===== config.mk =====
export PLATFORM = sky130hd
export DESIGN_NAME = hisTop
export DESIGN_NICKNAME = d
export VERILOG_FILES = /design/src/hdl/histPkg.sv /design/src/hdl/ctrlPkg.sv /design/src/hdl/hisConfig.sv /design/src/hdl/dataFilter.sv /design/src/hdl/hisBuilderFSM.sv /design/src/hdl/peakDetecter.sv /design/src/hdl/resultPort.sv /design/src/hdl/hisTop.sv
export SDC_FILE = /design/constraint.sdc
export NUM_CORES = 1
export LEC_CHECK = 0
export BUFFER_PORTS_ARGS = -buffer_cell sky130_fd_sc_hd__buf_4
export CORE_ASPECT_RATIO = 2
export CORE_MARGIN = 4
export CORE_UTILIZATION = 40
export DETAILED_ROUTE_END_ITERATION = 8
export GPL_ROUTABILITY_DRIVEN = 0
export HOLD_SLACK_MARGIN = 0.1
export PLACE_DENSITY = 0.61
export SETUP_SLACK_MARGIN = 0.15
export SLEW_MARGIN = 0
export SYNTH_ARGS = -nofsm -noshare
export SYNTH_HDL_FRONTEND = slang
export SYNTH_HIERARCHICAL = 1
export SYNTH_SLANG_ARGS = --single-unit

===== constraint.sdc =====
create_clock -name clk -period 5.85 [get_ports clk]
set_input_delay 0.8775 -clock clk [delete_from_list [all_inputs] [get_ports clk]]
set_output_delay 0.8775 -clock clk [all_outputs]
set_load 0.005 [all_outputs]

===== src/hdl/histPkg.sv =====
package histPkg;

    // rough timestamp width in ticks
    localparam int TS_WIDTH = 10;
    // 16 bins per histogram
    localparam int BIN_BITS = 4;
    localparam int NUM_BINS = 1 << BIN_BITS;
    // coarse bin is 64 ticks wide
    localparam int COARSE_SHIFT = TS_WIDTH - BIN_BITS;

    typedef logic [TS_WIDTH-1:0] ts_t;
    typedef logic [BIN_BITS-1:0] binIdx_t;

    // pass sequencing, one value per stage of the acquisition
    typedef enum logic [2:0] {
        IDLE,
        COARSE,
        COARSE_PEAK,
        FINE,
        FINE_PEAK,
        DONE
    } hisPhase_t;

    // filtered event handed from the filter to the builder
    typedef struct packed {
        logic    valid;
        logic    inWindow;
        binIdx_t bin;
    } binEvent_t;

    // word delivered over the result port
    typedef struct packed {
        binIdx_t     coarsePeak;
        binIdx_t     finePeak;
        logic [15:0] fineCount;
        // in ticks, zero-extended
        logic [15:0] peakTime;
    } hisResult_t;

endpackage


===== src/hdl/ctrlPkg.sv =====
package ctrlPkg;

    // register map
    localparam logic [1:0] REG_ACQ_LEN    = 2'd0;
    localparam logic [1:0] REG_FINE_SHIFT = 2'd1;
    localparam logic [1:0] REG_START      = 2'd2;

    // values after reset
    localparam logic [15:0] ACQ_LEN_RESET    = 16'd32;
    localparam logic [1:0]  FINE_SHIFT_RESET = 2'd0;

    // one write on the config port
    typedef struct packed {
        logic [1:0]  addr;
        logic [15:0] data;
    } cfgWrite_t;

    // live settings seen by the datapath
    typedef struct packed {
        // events per pass
        logic [15:0] acqLength;
        // fine bin is 2**fineShift ticks
        logic [1:0]  fineShift;
    } hisCfg_t;

endpackage


===== src/hdl/hisConfig.sv =====
`timescale 1ns/10ps

module hisConfig (
    input  logic               clk,
    input  logic               rstN,
    input  logic               cfgReq,
    input  ctrlPkg::cfgWrite_t cfgWord,
    output logic               cfgAck,
    output ctrlPkg::hisCfg_t   cfg,
    output logic               startPulse
);
    import ctrlPkg::*;

    // new request not yet acknowledged
    logic wrAccept;
    // master has let go of req
    logic wrRelease;

    assign wrAccept  = cfgReq && !cfgAck;
    assign wrRelease = !cfgReq && cfgAck;

    always_ff @(posedge clk) begin
        if (!rstN) begin
            cfgAck        <= 1'b0;
            cfg.acqLength <= ACQ_LEN_RESET;
            cfg.fineShift <= FINE_SHIFT_RESET;
            startPulse    <= 1'b0;
        end else begin
            // start is a strobe and never held
            startPulse <= 1'b0;
            if (wrAccept) begin
                // register and ack change on the same edge
                cfgAck <= 1'b1;
                case (cfgWord.addr)
                    REG_ACQ_LEN: begin
                        cfg.acqLength <= cfgWord.data;
                    end
                    REG_FINE_SHIFT: begin
                        // only the low two bits are kept
                        cfg.fineShift <= cfgWord.data[1:0];
                    end
                    REG_START: begin
                        // any write starts regardless of data
                        startPulse <= 1'b1;
                    end
                    default: begin
                        // unmapped address only gets the ack
                    end
                endcase
            end else if (wrRelease) begin
                // closes the four-phase cycle
                cfgAck <= 1'b0;
            end
        end
    end

endmodule


===== src/hdl/dataFilter.sv =====
`timescale 1ns/10ps

module dataFilter (
    input  logic               clk,
    input  logic               rstN,
    input  histPkg::ts_t       roughData,
    input  logic               wrEn,
    input  histPkg::hisPhase_t phase,
    input  ctrlPkg::hisCfg_t   cfg,
    input  histPkg::binIdx_t   peakBin,
    input  logic               peakDone,
    output histPkg::binEvent_t binEvent
);
    import histPkg::*;

    // lower edge of the fine window
    ts_t        thMinus;
    logic [1:0] winShift;
    ts_t        offset;
    ts_t        winSpan;
    logic       inRange;
    binIdx_t    coarseBin;
    binIdx_t    fineBin;
    binIdx_t    nextBin;
    logic       nextIn;
    logic       inPass;

    assign inPass = (phase == COARSE) || (phase == FINE);

    // top bits select the wide bin
    assign coarseBin = binIdx_t'(roughData >> COARSE_SHIFT);

    // distance above the window edge
    assign offset  = roughData - thMinus;
    // 16 fine bins
    assign winSpan = ts_t'(NUM_BINS) << winShift;
    // below-edge stamps wrap, so check the raw compare too
    assign inRange = (roughData >= thMinus) && (offset < winSpan);
    assign fineBin = binIdx_t'(offset >> winShift);

    always_comb begin
        if (phase == FINE) begin
            nextBin = fineBin;
            nextIn  = inRange;
        end else begin
            // coarse pass takes everything
            nextBin = coarseBin;
            nextIn  = 1'b1;
        end
    end

    // window follows the coarse peak
    always_ff @(posedge clk) begin
        if (!rstN) begin
            thMinus  <= '0;
            winShift <= '0;
        end else if (peakDone && (phase == COARSE_PEAK)) begin
            thMinus  <= ts_t'({peakBin, {COARSE_SHIFT{1'b0}}});
            winShift <= cfg.fineShift;
        end
    end

    // single register stage
    always_ff @(posedge clk) begin
        binEvent.bin      <= nextBin;
        binEvent.inWindow <= nextIn;
        if (!rstN) begin
            binEvent.valid <= 1'b0;
        end else begin
            // strobes outside a pass never leave the filter
            binEvent.valid <= wrEn && inPass;
        end
    end

endmodule


===== src/hdl/hisBuilderFSM.sv =====
`timescale 1ns/10ps

module hisBuilderFSM #(
    parameter int COUNT_WIDTH = 8
) (
    input  logic                   clk,
    input  logic                   rstN,
    input  logic                   startPulse,
    input  ctrlPkg::hisCfg_t       cfg,
    input  histPkg::binEvent_t     binEvent,
    input  histPkg::binIdx_t       rdAddr,
    output logic [COUNT_WIDTH-1:0] rdCount,
    input  logic                   peakDone,
    input  logic                   resultDone,
    output histPkg::hisPhase_t     phase
);
    import histPkg::*;

    // one saturating counter per bin
    logic [COUNT_WIDTH-1:0] binCount [NUM_BINS];
    // events accepted in the current pass
    logic [15:0] evCount;
    logic        inPass;
    logic        accept;
    logic        lastEvent;
    logic        binHit;

    assign inPass = (phase == COARSE) || (phase == FINE);
    // an event landing in a peak phase is dropped
    assign accept = binEvent.valid && inPass;
    assign binHit = accept && binEvent.inWindow;

    // one extra bit so the compare cannot wrap
    assign lastEvent = ({1'b0, evCount} + 17'd1) >= {1'b0, cfg.acqLength};

    always_ff @(posedge clk) begin
        if (!rstN) begin
            phase   <= IDLE;
            evCount <= '0;
        end else begin
            case (phase)
                IDLE: begin
                    if (startPulse) begin
                        phase   <= COARSE;
                        evCount <= '0;
                    end
                end
                COARSE: begin
                    if (accept) begin
                        evCount <= evCount + 16'd1;
                        if (lastEvent) begin
                            phase <= COARSE_PEAK;
                        end
                    end
                end
                COARSE_PEAK: begin
                    // fine pass counts from zero again
                    if (peakDone) begin
                        phase   <= FINE;
                        evCount <= '0;
                    end
                end
                FINE: begin
                    // out-of-window events still use up the quota
                    if (accept) begin
                        evCount <= evCount + 16'd1;
                        if (lastEvent) begin
                            phase <= FINE_PEAK;
                        end
                    end
                end
                FINE_PEAK: begin
                    if (peakDone) begin
                        phase <= DONE;
                    end
                end
                DONE: begin
                    // held here until the result is taken
                    if (resultDone) begin
                        phase <= IDLE;
                    end
                end
                default: begin
                    phase <= IDLE;
                end
            endcase
        end
    end

    // bin counters, cleared once the sweep has read them
    always_ff @(posedge clk) begin
        for (int i = 0; i < NUM_BINS; i++) begin
            if (!rstN || peakDone) begin
                binCount[i] <= '0;
            end else if (binHit && (binEvent.bin == binIdx_t'(i))) begin
                // stick at all ones
                if (binCount[i] != '1) begin
                    binCount[i] <= binCount[i] + 1'b1;
                end
            end
        end
    end

    // detector read port, no latency
    assign rdCount = binCount[rdAddr];

endmodule


===== src/hdl/peakDetecter.sv =====
`timescale 1ns/10ps

module peakDetecter #(
    parameter int COUNT_WIDTH = 8
) (
    input  logic                   clk,
    input  logic                   rstN,
    input  histPkg::hisPhase_t     phase,
    input  logic [COUNT_WIDTH-1:0] rdCount,
    output histPkg::binIdx_t       rdAddr,
    output histPkg::binIdx_t       peakBin,
    output logic [COUNT_WIDTH-1:0] peakCount,
    output logic                   peakDone
);
    import histPkg::*;

    localparam binIdx_t LAST_BIN = binIdx_t'(NUM_BINS - 1);

    logic inPeak;
    // all 16 bins read for this phase
    logic swept;
    logic reading;

    assign inPeak  = (phase == COARSE_PEAK) || (phase == FINE_PEAK);
    // reads start in the first cycle of the peak phase
    assign reading = inPeak && !swept;

    always_ff @(posedge clk) begin
        if (!rstN) begin
            rdAddr   <= '0;
            swept    <= 1'b0;
            peakDone <= 1'b0;
        end else begin
            // high the cycle after address 15 is read
            peakDone <= reading && (rdAddr == LAST_BIN);
            if (reading) begin
                // wraps back to 0 after the last bin
                rdAddr <= rdAddr + 1'b1;
                if (rdAddr == LAST_BIN) begin
                    swept <= 1'b1;
                end
            end else if (!inPeak) begin
                swept  <= 1'b0;
                rdAddr <= '0;
            end
        end
    end

    // running maximum, final once peakDone is up
    always_ff @(posedge clk) begin
        if (reading) begin
            // first read seeds the max
            // strict compare keeps the lowest bin on a tie
            if ((rdAddr == '0) || (rdCount > peakCount)) begin
                peakCount <= rdCount;
                peakBin   <= rdAddr;
            end
        end
    end

endmodule


===== src/hdl/resultPort.sv =====
`timescale 1ns/10ps

module resultPort #(
    parameter int COUNT_WIDTH = 8
) (
    input  logic                   clk,
    input  logic                   rstN,
    input  histPkg::hisPhase_t     phase,
    input  logic                   peakDone,
    input  histPkg::binIdx_t       peakBin,
    input  logic [COUNT_WIDTH-1:0] peakCount,
    input  ctrlPkg::hisCfg_t       cfg,
    output logic                   resultReq,
    input  logic                   resultAck,
    output histPkg::hisResult_t    result,
    output logic                   resultDone
);
    import histPkg::*;

    ts_t         thMinus;
    logic [15:0] binWidth;
    logic [15:0] halfWidth;
    logic [15:0] peakTime;
    logic        fineLatch;
    // req dropped, waiting for ack to fall
    logic        ackWait;

    assign fineLatch = peakDone && (phase == FINE_PEAK);

    // window edge from the stored coarse peak
    assign thMinus   = ts_t'({result.coarsePeak, {COARSE_SHIFT{1'b0}}});
    assign binWidth  = 16'd1 << cfg.fineShift;
    // zero at shift 0
    assign halfWidth = binWidth >> 1;
    // centre of the fine peak bin
    assign peakTime  = 16'(thMinus) + (16'(peakBin) << cfg.fineShift) + halfWidth;

    always_ff @(posedge clk) begin
        if (peakDone && (phase == COARSE_PEAK)) begin
            result.coarsePeak <= peakBin;
        end
        if (fineLatch) begin
            result.finePeak  <= peakBin;
            result.fineCount <= 16'(peakCount);
            result.peakTime  <= peakTime;
        end
    end

    // master side of four-phase
    always_ff @(posedge clk) begin
        if (!rstN) begin
            resultReq  <= 1'b0;
            ackWait    <= 1'b0;
            resultDone <= 1'b0;
        end else begin
            resultDone <= 1'b0;
            if (fineLatch) begin
                resultReq <= 1'b1;
            end else if (resultReq && resultAck) begin
                resultReq <= 1'b0;
                ackWait   <= 1'b1;
            end else if (ackWait && !resultAck) begin
                // slave done, builder may go idle
                ackWait    <= 1'b0;
                resultDone <= 1'b1;
            end
        end
    end

endmodule


===== src/hdl/hisTop.sv =====
`timescale 1ns/10ps

module hisTop #(
    parameter int COUNT_WIDTH = 8
) (
    input  logic                clk,
    input  logic                rstN,
    input  histPkg::ts_t        roughData,
    input  logic                wrEn,
    input  logic                cfgReq,
    input  ctrlPkg::cfgWrite_t  cfgWord,
    output logic                cfgAck,
    output logic                resultReq,
    output histPkg::hisResult_t result,
    input  logic                resultAck,
    output histPkg::hisPhase_t  phase
);
    import histPkg::*;
    import ctrlPkg::*;

    hisCfg_t                cfg;
    logic                   startPulse;
    binEvent_t              binEvent;
    // detector to counter array
    binIdx_t                rdAddr;
    logic [COUNT_WIDTH-1:0] rdCount;
    binIdx_t                peakBin;
    logic [COUNT_WIDTH-1:0] peakCount;
    logic                   peakDone;
    logic                   resultDone;

    hisConfig u_config (
        .clk        (clk),
        .rstN       (rstN),
        .cfgReq     (cfgReq),
        .cfgWord    (cfgWord),
        .cfgAck     (cfgAck),
        .cfg        (cfg),
        .startPulse (startPulse)
    );

    dataFilter u_filter (
        .clk       (clk),
        .rstN      (rstN),
        .roughData (roughData),
        .wrEn      (wrEn),
        .phase     (phase),
        .cfg       (cfg),
        .peakBin   (peakBin),
        .peakDone  (peakDone),
        .binEvent  (binEvent)
    );

    hisBuilderFSM #(.COUNT_WIDTH(COUNT_WIDTH)) u_builder (
        .clk        (clk),
        .rstN       (rstN),
        .startPulse (startPulse),
        .cfg        (cfg),
        .binEvent   (binEvent),
        .rdAddr     (rdAddr),
        .rdCount    (rdCount),
        .peakDone   (peakDone),
        .resultDone (resultDone),
        .phase      (phase)
    );

    peakDetecter #(.COUNT_WIDTH(COUNT_WIDTH)) u_peak (
        .clk       (clk),
        .rstN      (rstN),
        .phase     (phase),
        .rdCount   (rdCount),
        .rdAddr    (rdAddr),
        .peakBin   (peakBin),
        .peakCount (peakCount),
        .peakDone  (peakDone)
    );

    resultPort #(.COUNT_WIDTH(COUNT_WIDTH)) u_result (
        .clk        (clk),
        .rstN       (rstN),
        .phase      (phase),
        .peakDone   (peakDone),
        .peakBin    (peakBin),
        .peakCount  (peakCount),
        .cfg        (cfg),
        .resultReq  (resultReq),
        .resultAck  (resultAck),
        .result     (result),
        .resultDone (resultDone)
    );

endmodule


# After elaboration in Yosys (flattened, before gate mapping)
# Memories as Yosys holds them, arrays and structs flattened. A register that Yosys moved wholly into a read port is not among the register bits.
# Index checks and enable logic that the tools add are counted.
# totals
output_inout_bits	45
mem_bits_rw	128
romBits	0
latchBits	0
mem_count	1
reg_bits	104
input_bits	33
# memory_table
memory	words	width	rd	rd_clocked_by_memory_dff	wr	line_no	text
u_builder.binCount	16	8	17	1	16	hisBuilderFSM.sv:20	logic [COUNT_WIDTH-1:0] binCount [NUM_BINS];
# op_classes
add_sub_neg	22
n_mul	0
div_mod_pow	0
bitwise_logic	18
shifts	4
reduce_logical	55
mux	111
n_lt_le_gt_ge	4
eq_ne	50
# op_table
operator	count
8-bit by 1-bit adder with 8-bit output (second input constant)	16
8-bit two-way mux	16
8-bit != test (second input constant)	16
1-bit two-way mux	77
16-bit two-way mux	3
16-bit case mux with 3 select lines	1
4-bit == test (second input constant)	9
1-bit logical AND	28
3-bit two-way mux	8
4-bit two-way mux	5
3-bit case mux with 6 select lines	1
16-bit by 1-bit adder with 17-bit output (second input constant)	1
17-bit by 16-bit >= comparator with 1-bit output	1
10-bit by 16-bit adder with 16-bit output	1
16-bit by 1-bit adder with 16-bit output (second input constant)	1
16-bit by 15-bit adder with 16-bit output	1
4-bit by 3-bit == test with 1-bit output (second input constant)	4
2-bit by 1-bit != test with 1-bit output (second input constant)	8
1-bit bitwise OR	16
1-bit by 2-bit << shifter with 16-bit output (first input constant)	1
4-bit by 2-bit << shifter with 16-bit output	1
2-bit AND reduction	6
10-bit >= comparator	1
10-bit less-than comparator	1
other kinds (25)	41

# Longest topological paths before layout
# depth
ltp_word	9
ltp_mapped	11
depth_no_buf	11

# By module
# The synthesis kept the hierarchy.
# by_module_without_submodules
module	cells_per_inst	area_each_um2	instances
hisBuilderFSM	849	9067.4	1
resultPort	108	1452.6	1
peakDetecter	70	859.6	1
hisConfig	85	828.3	1
dataFilter	72	812.0	1

# Least setup slack after synthesis
# OpenSTA, ideal clock, no wires.
# synth_path
path_kind	register to register
startpoint	register u_peak.rdAddr[1]
endpoint	register u_peak.peakBin[0], enable pin
period_less_slack_ns	3.694
slack_ns	2.156
path_stages_with_launch	11
arrival_time_ns	3.309
setup_ns	0.385
cell_sequence	dfxtp_1 -> clkbuf_1 -> clkbuf_1 -> buf_2 -> mux4_2 -> mux4_2 -> ha_1 -> nor2b_1 -> o211ai_1 -> a21o_1 -> a21oi_1
# synth_between
elab_chain_cells	3
# synth_rtl
element	line_no	text
start, declared	peakDetecter.sv:10	output histPkg::binIdx_t rdAddr,
start signal, assigned	peakDetecter.sv:38	rdAddr <= rdAddr + 1'b1;
4-bit zero test	peakDetecter.sv:54	if ((rdAddr == '0) || (rdCount > peakCount)) begin
1-bit logical OR	peakDetecter.sv:54	
2-bit AND reduction (no line)	-	
end signal, assigned	peakDetecter.sv:56	peakBin <= rdAddr;
end, declared	peakDetecter.sv:11	output histPkg::binIdx_t peakBin,
# No other way between the ends.
# A chain may end at the register's enable or synchronous reset.

# Final worst setup path
# layout_path
startpoint	register u_peak.rdAddr[0]
endpoint	register u_peak.peakCount[7], enable pin
# layout_between
elab_chain_cells	3
# layout_rtl
element	line_no	text
4-bit zero test	peakDetecter.sv:54	
1-bit logical OR	peakDetecter.sv:54	
2-bit AND reduction (no line)	-	
end signal, assigned	peakDetecter.sv:55	peakCount <= rdCount;
end, declared	peakDetecter.sv:12	output logic [COUNT_WIDTH-1:0] peakCount,
# No other way between the ends.

==> flow_summary.yaml <==
status:
  outcome: "complete, no violations"
critical_path:
  path_delay_family: "compound AO/OA/AOI/OAI gates"
  cp_data_required_time_ns: 5.98
  crit_path_cell_trace: "mux4_2 > mux4_2 > ha_1 > nor2b_1 > o211ai_1 > a21o_1 > a21oi_1"
  slowest_stage: "dfxtp_2"
  cp.arrival_ns: 4.25
  slowest_delay_ns: 0.99
  cp-start-kind: "flip-flop"
  critPathKind: "flip-flop to flip-flop"
  cp-end-kind: "flip-flop"
  cp_common_cell: "mux4_2"
  worst-path-max-fanout: 37
  crit_buf_inv: 0
die:
  dieArea_mm2: 0.0357
  rows: 93
  fp.dieW_um: 136
  start_util_pct: 40.4
  die_h_um: 263
  ios: 78
  coreArea_mm2: 0.0322
power_and_ir_drop:
  power_density_mw_per_mm2: 242
  power_leakage_nw: 5.30
  ir_worst_vdd_mv: 0.274
clocking:
  cts_max_path_buffers: 3
  h-tree-depth: 1
  root_buffer: "clkbuf_16"
  clkSlewWorstSetupHoldPaths_ns: 0.07
  cts_buffers: 22
  post_cts_buffers: 0
  numClockSinks: 227
  insertion_delay_ns: 0.52
  cts_hold_buf: 0
  cts_tree: "built"
  postCtsResizedCells: 0
sta:
  period_minus_slack_ns: 4.13
  worst-slew-pin-transition_ns: 1.14
  fmax_mhz: 242
  fin_crit_sh_pct: 70.5
  holdWs_ns: 0.458
  slew_viol_final: 0
  timing_hold_violations_final: 0
  grt_setup_unrepaired: "false"
  setup_tns_ns: 0
  worst_clock_skew_ns: 0.0136
  slew-limit-headroom_pct: 23.8
  setup_viol: 0
grt:
  antenna_found_initial: 0
  grt_pass1_wl_mm: 50.8
  grt-ovfl-total: 0
  grt_max_degree: 71
  grt_pass1_vias: 9220
  grt_usage_pct: 18.2
drt:
  viasPerCell: 5.43
  vias: 9083
  drtPass1Iterations: 5
  drt_iter0_drc: 587
  antenna_left: 0
  wl_mm: 33.0
  drc: 0
  wl_per_cell_um: 19.7
finish:
  final_cell_mix: "edfxtp_1 (167), nor2_1 (163), nand2_1 (108)"
  drive_gt1_share_pct: 15.1
  area_growth_pct: 11.8
  final_cell_area_mm2: 0.0146
  antennaDiodeCount: 0
  fin_util_pct: 45.2
  mostFrequentLayoutCell: "edfxtp_1"
  nFillCells: 3014
  layout.nets: 1326
  multi_input_area_mm2: 0.00633
  regArea_mm2: 0.00622
synth:
  ys_top_cells_by_area: "edfxtp_1 (39%), dfxtp_1 (9.2%), mux4_2 (7.1%)"
  synth-edff-count: 167
  syn_area_per_cell_um2: 11.0
  synthCells: 1184
  ys_warn_count: 6
  synth.distinct_cells: 81
  synth_area_mm2: 0.0130
  ys_ff_latch: 227
  synth_top_area_share_pct: 38.5
  synth-seq-area-share_pct: 47.7
  synth_area_leader_cell: "edfxtp_1"
  async_reset_ff_share_pct: 0
  synth_ff_type: "edfxtp_1"
hold_path:
  min_path_type: "flip-flop to flip-flop"
placement:
  dp.final_hpwl_mm: 25.2
  port_buffers: 64
  place_area_mm2: 0.0138
flow_run:
  cap_violations: 0
==> synthesized netlist by cell type, types with 17 or more instances <==
| cell | count |
|---|---|
| ha_1 | 60 |
| o21ai_0 | 17 |
| dfxtp_1 | 60 |
| nor2_1 | 163 |
| and3_1 | 32 |
| xnor2_1 | 53 |
| inv_1 | 50 |
| nand3_1 | 75 |
| clkbuf_1 | 21 |
| nor2b_1 | 18 |
| nand2_1 | 108 |
| mux2i_1 | 28 |
| xor2_1 | 68 |
| mux4_2 | 41 |
| a21oi_1 | 18 |
| edfxtp_1 | 167 |
==> path summary, 6_finish.rpt <==
check | start | end | slack [ns] | cells past startpoint
setup / recovery | u_peak/rdAddr[0] | u_peak/peakCount[7] | 1.72 | 7
setup reg to reg | u_peak/rdAddr[0] | u_peak/peakCount[7] | 1.72 | 7
hold / removal | u_peak/peakCount[5] | u_result/result[21] | 0.46 | 0
hold reg to reg | u_peak/peakCount[5] | u_result/result[21] | 0.46 | 0
==> flip-flops by register name, indices dropped and copies added (netlist names) <==
signal               flops
u_filter/binEvent        6
u_result/ackWait         1
u_builder/phase          3
u_config/startPulse      1
u_peak/swept             1
u_filter/winShift        2
u_peak/peakDone          1
u_result/resultReq       1
u_filter/thMinus         4
u_builder/evCount       16
u_peak/peakCount         8
u_config/cfg            18
u_config/cfgAck          1
u_result/resultDone      1
u_peak/peakBin           4
u_builder/binCount     128
u_result/result         27
u_peak/rdAddr            4
==> where the power goes <==
group	internal, mW	switching (mW)	leakage, nW
logic	0.0758	0.0884	2.74
clock network	0.919	0.613	0.398
registers	1.76	0.0634	2.16
==> layer usage <==
layer / track usage (%) / wire [µm]
met1: 18.1 / 11200
met4: 10.0 / 1960
met3: 2.01 / 1260
met5: 0 / 0
met2: 35.5 / 18600
==> metrics by stage <==
| step | instances | power (mW) | setup WS, ns |
|---|---|---|---|
| global route | 1674 | 3.65 | 1.45 |
| CTS | 1674 | 3.56 | 1.72 |
| global placement | 1634 | 2.02 | 1.87 |
| floorplan | 1196 | 1.94 | 2.16 |
| finish | 1674 | 3.52 | 1.72 |
| detailed placement | 1634 | 2.02 | 1.73 |
==> worst reg2reg max path, cell delays in order, from the launching register on <==
cell and delay [ns]:
dfxtp_2 0.99, mux4_2 0.65, mux4_2 0.49, ha_1 0.34, nor2b_1 0.15, o211ai_1 0.09, a21o_1 0.17, a21oi_1 0.87
==> cell families after synthesis <==
family                     Yosys count  share of synthesized area (%)
and+or+nand+nor                    483                           17.9
DFF                                227                           47.7
xor gates and xnor gates           121                           8.14
AOI/OAI and AO/OA                  107                           5.75
buffers and inverters              106                           4.03
muxes                               77                           10.3
adders and majority gates           62                           6.07
other                                1                         0.0288
==> cell type report <==
cell class              instances  share of cell area, %
flip-flops and latches        227                   42.7
multi-input cells             863                   43.5
inverters                      50                   1.29
repair buffers                 67                   3.45
clock buffers                  32                   4.78
clock inverters                 8                  0.636
well taps                     427                   3.67
Power figures use the tool's default switching activity.
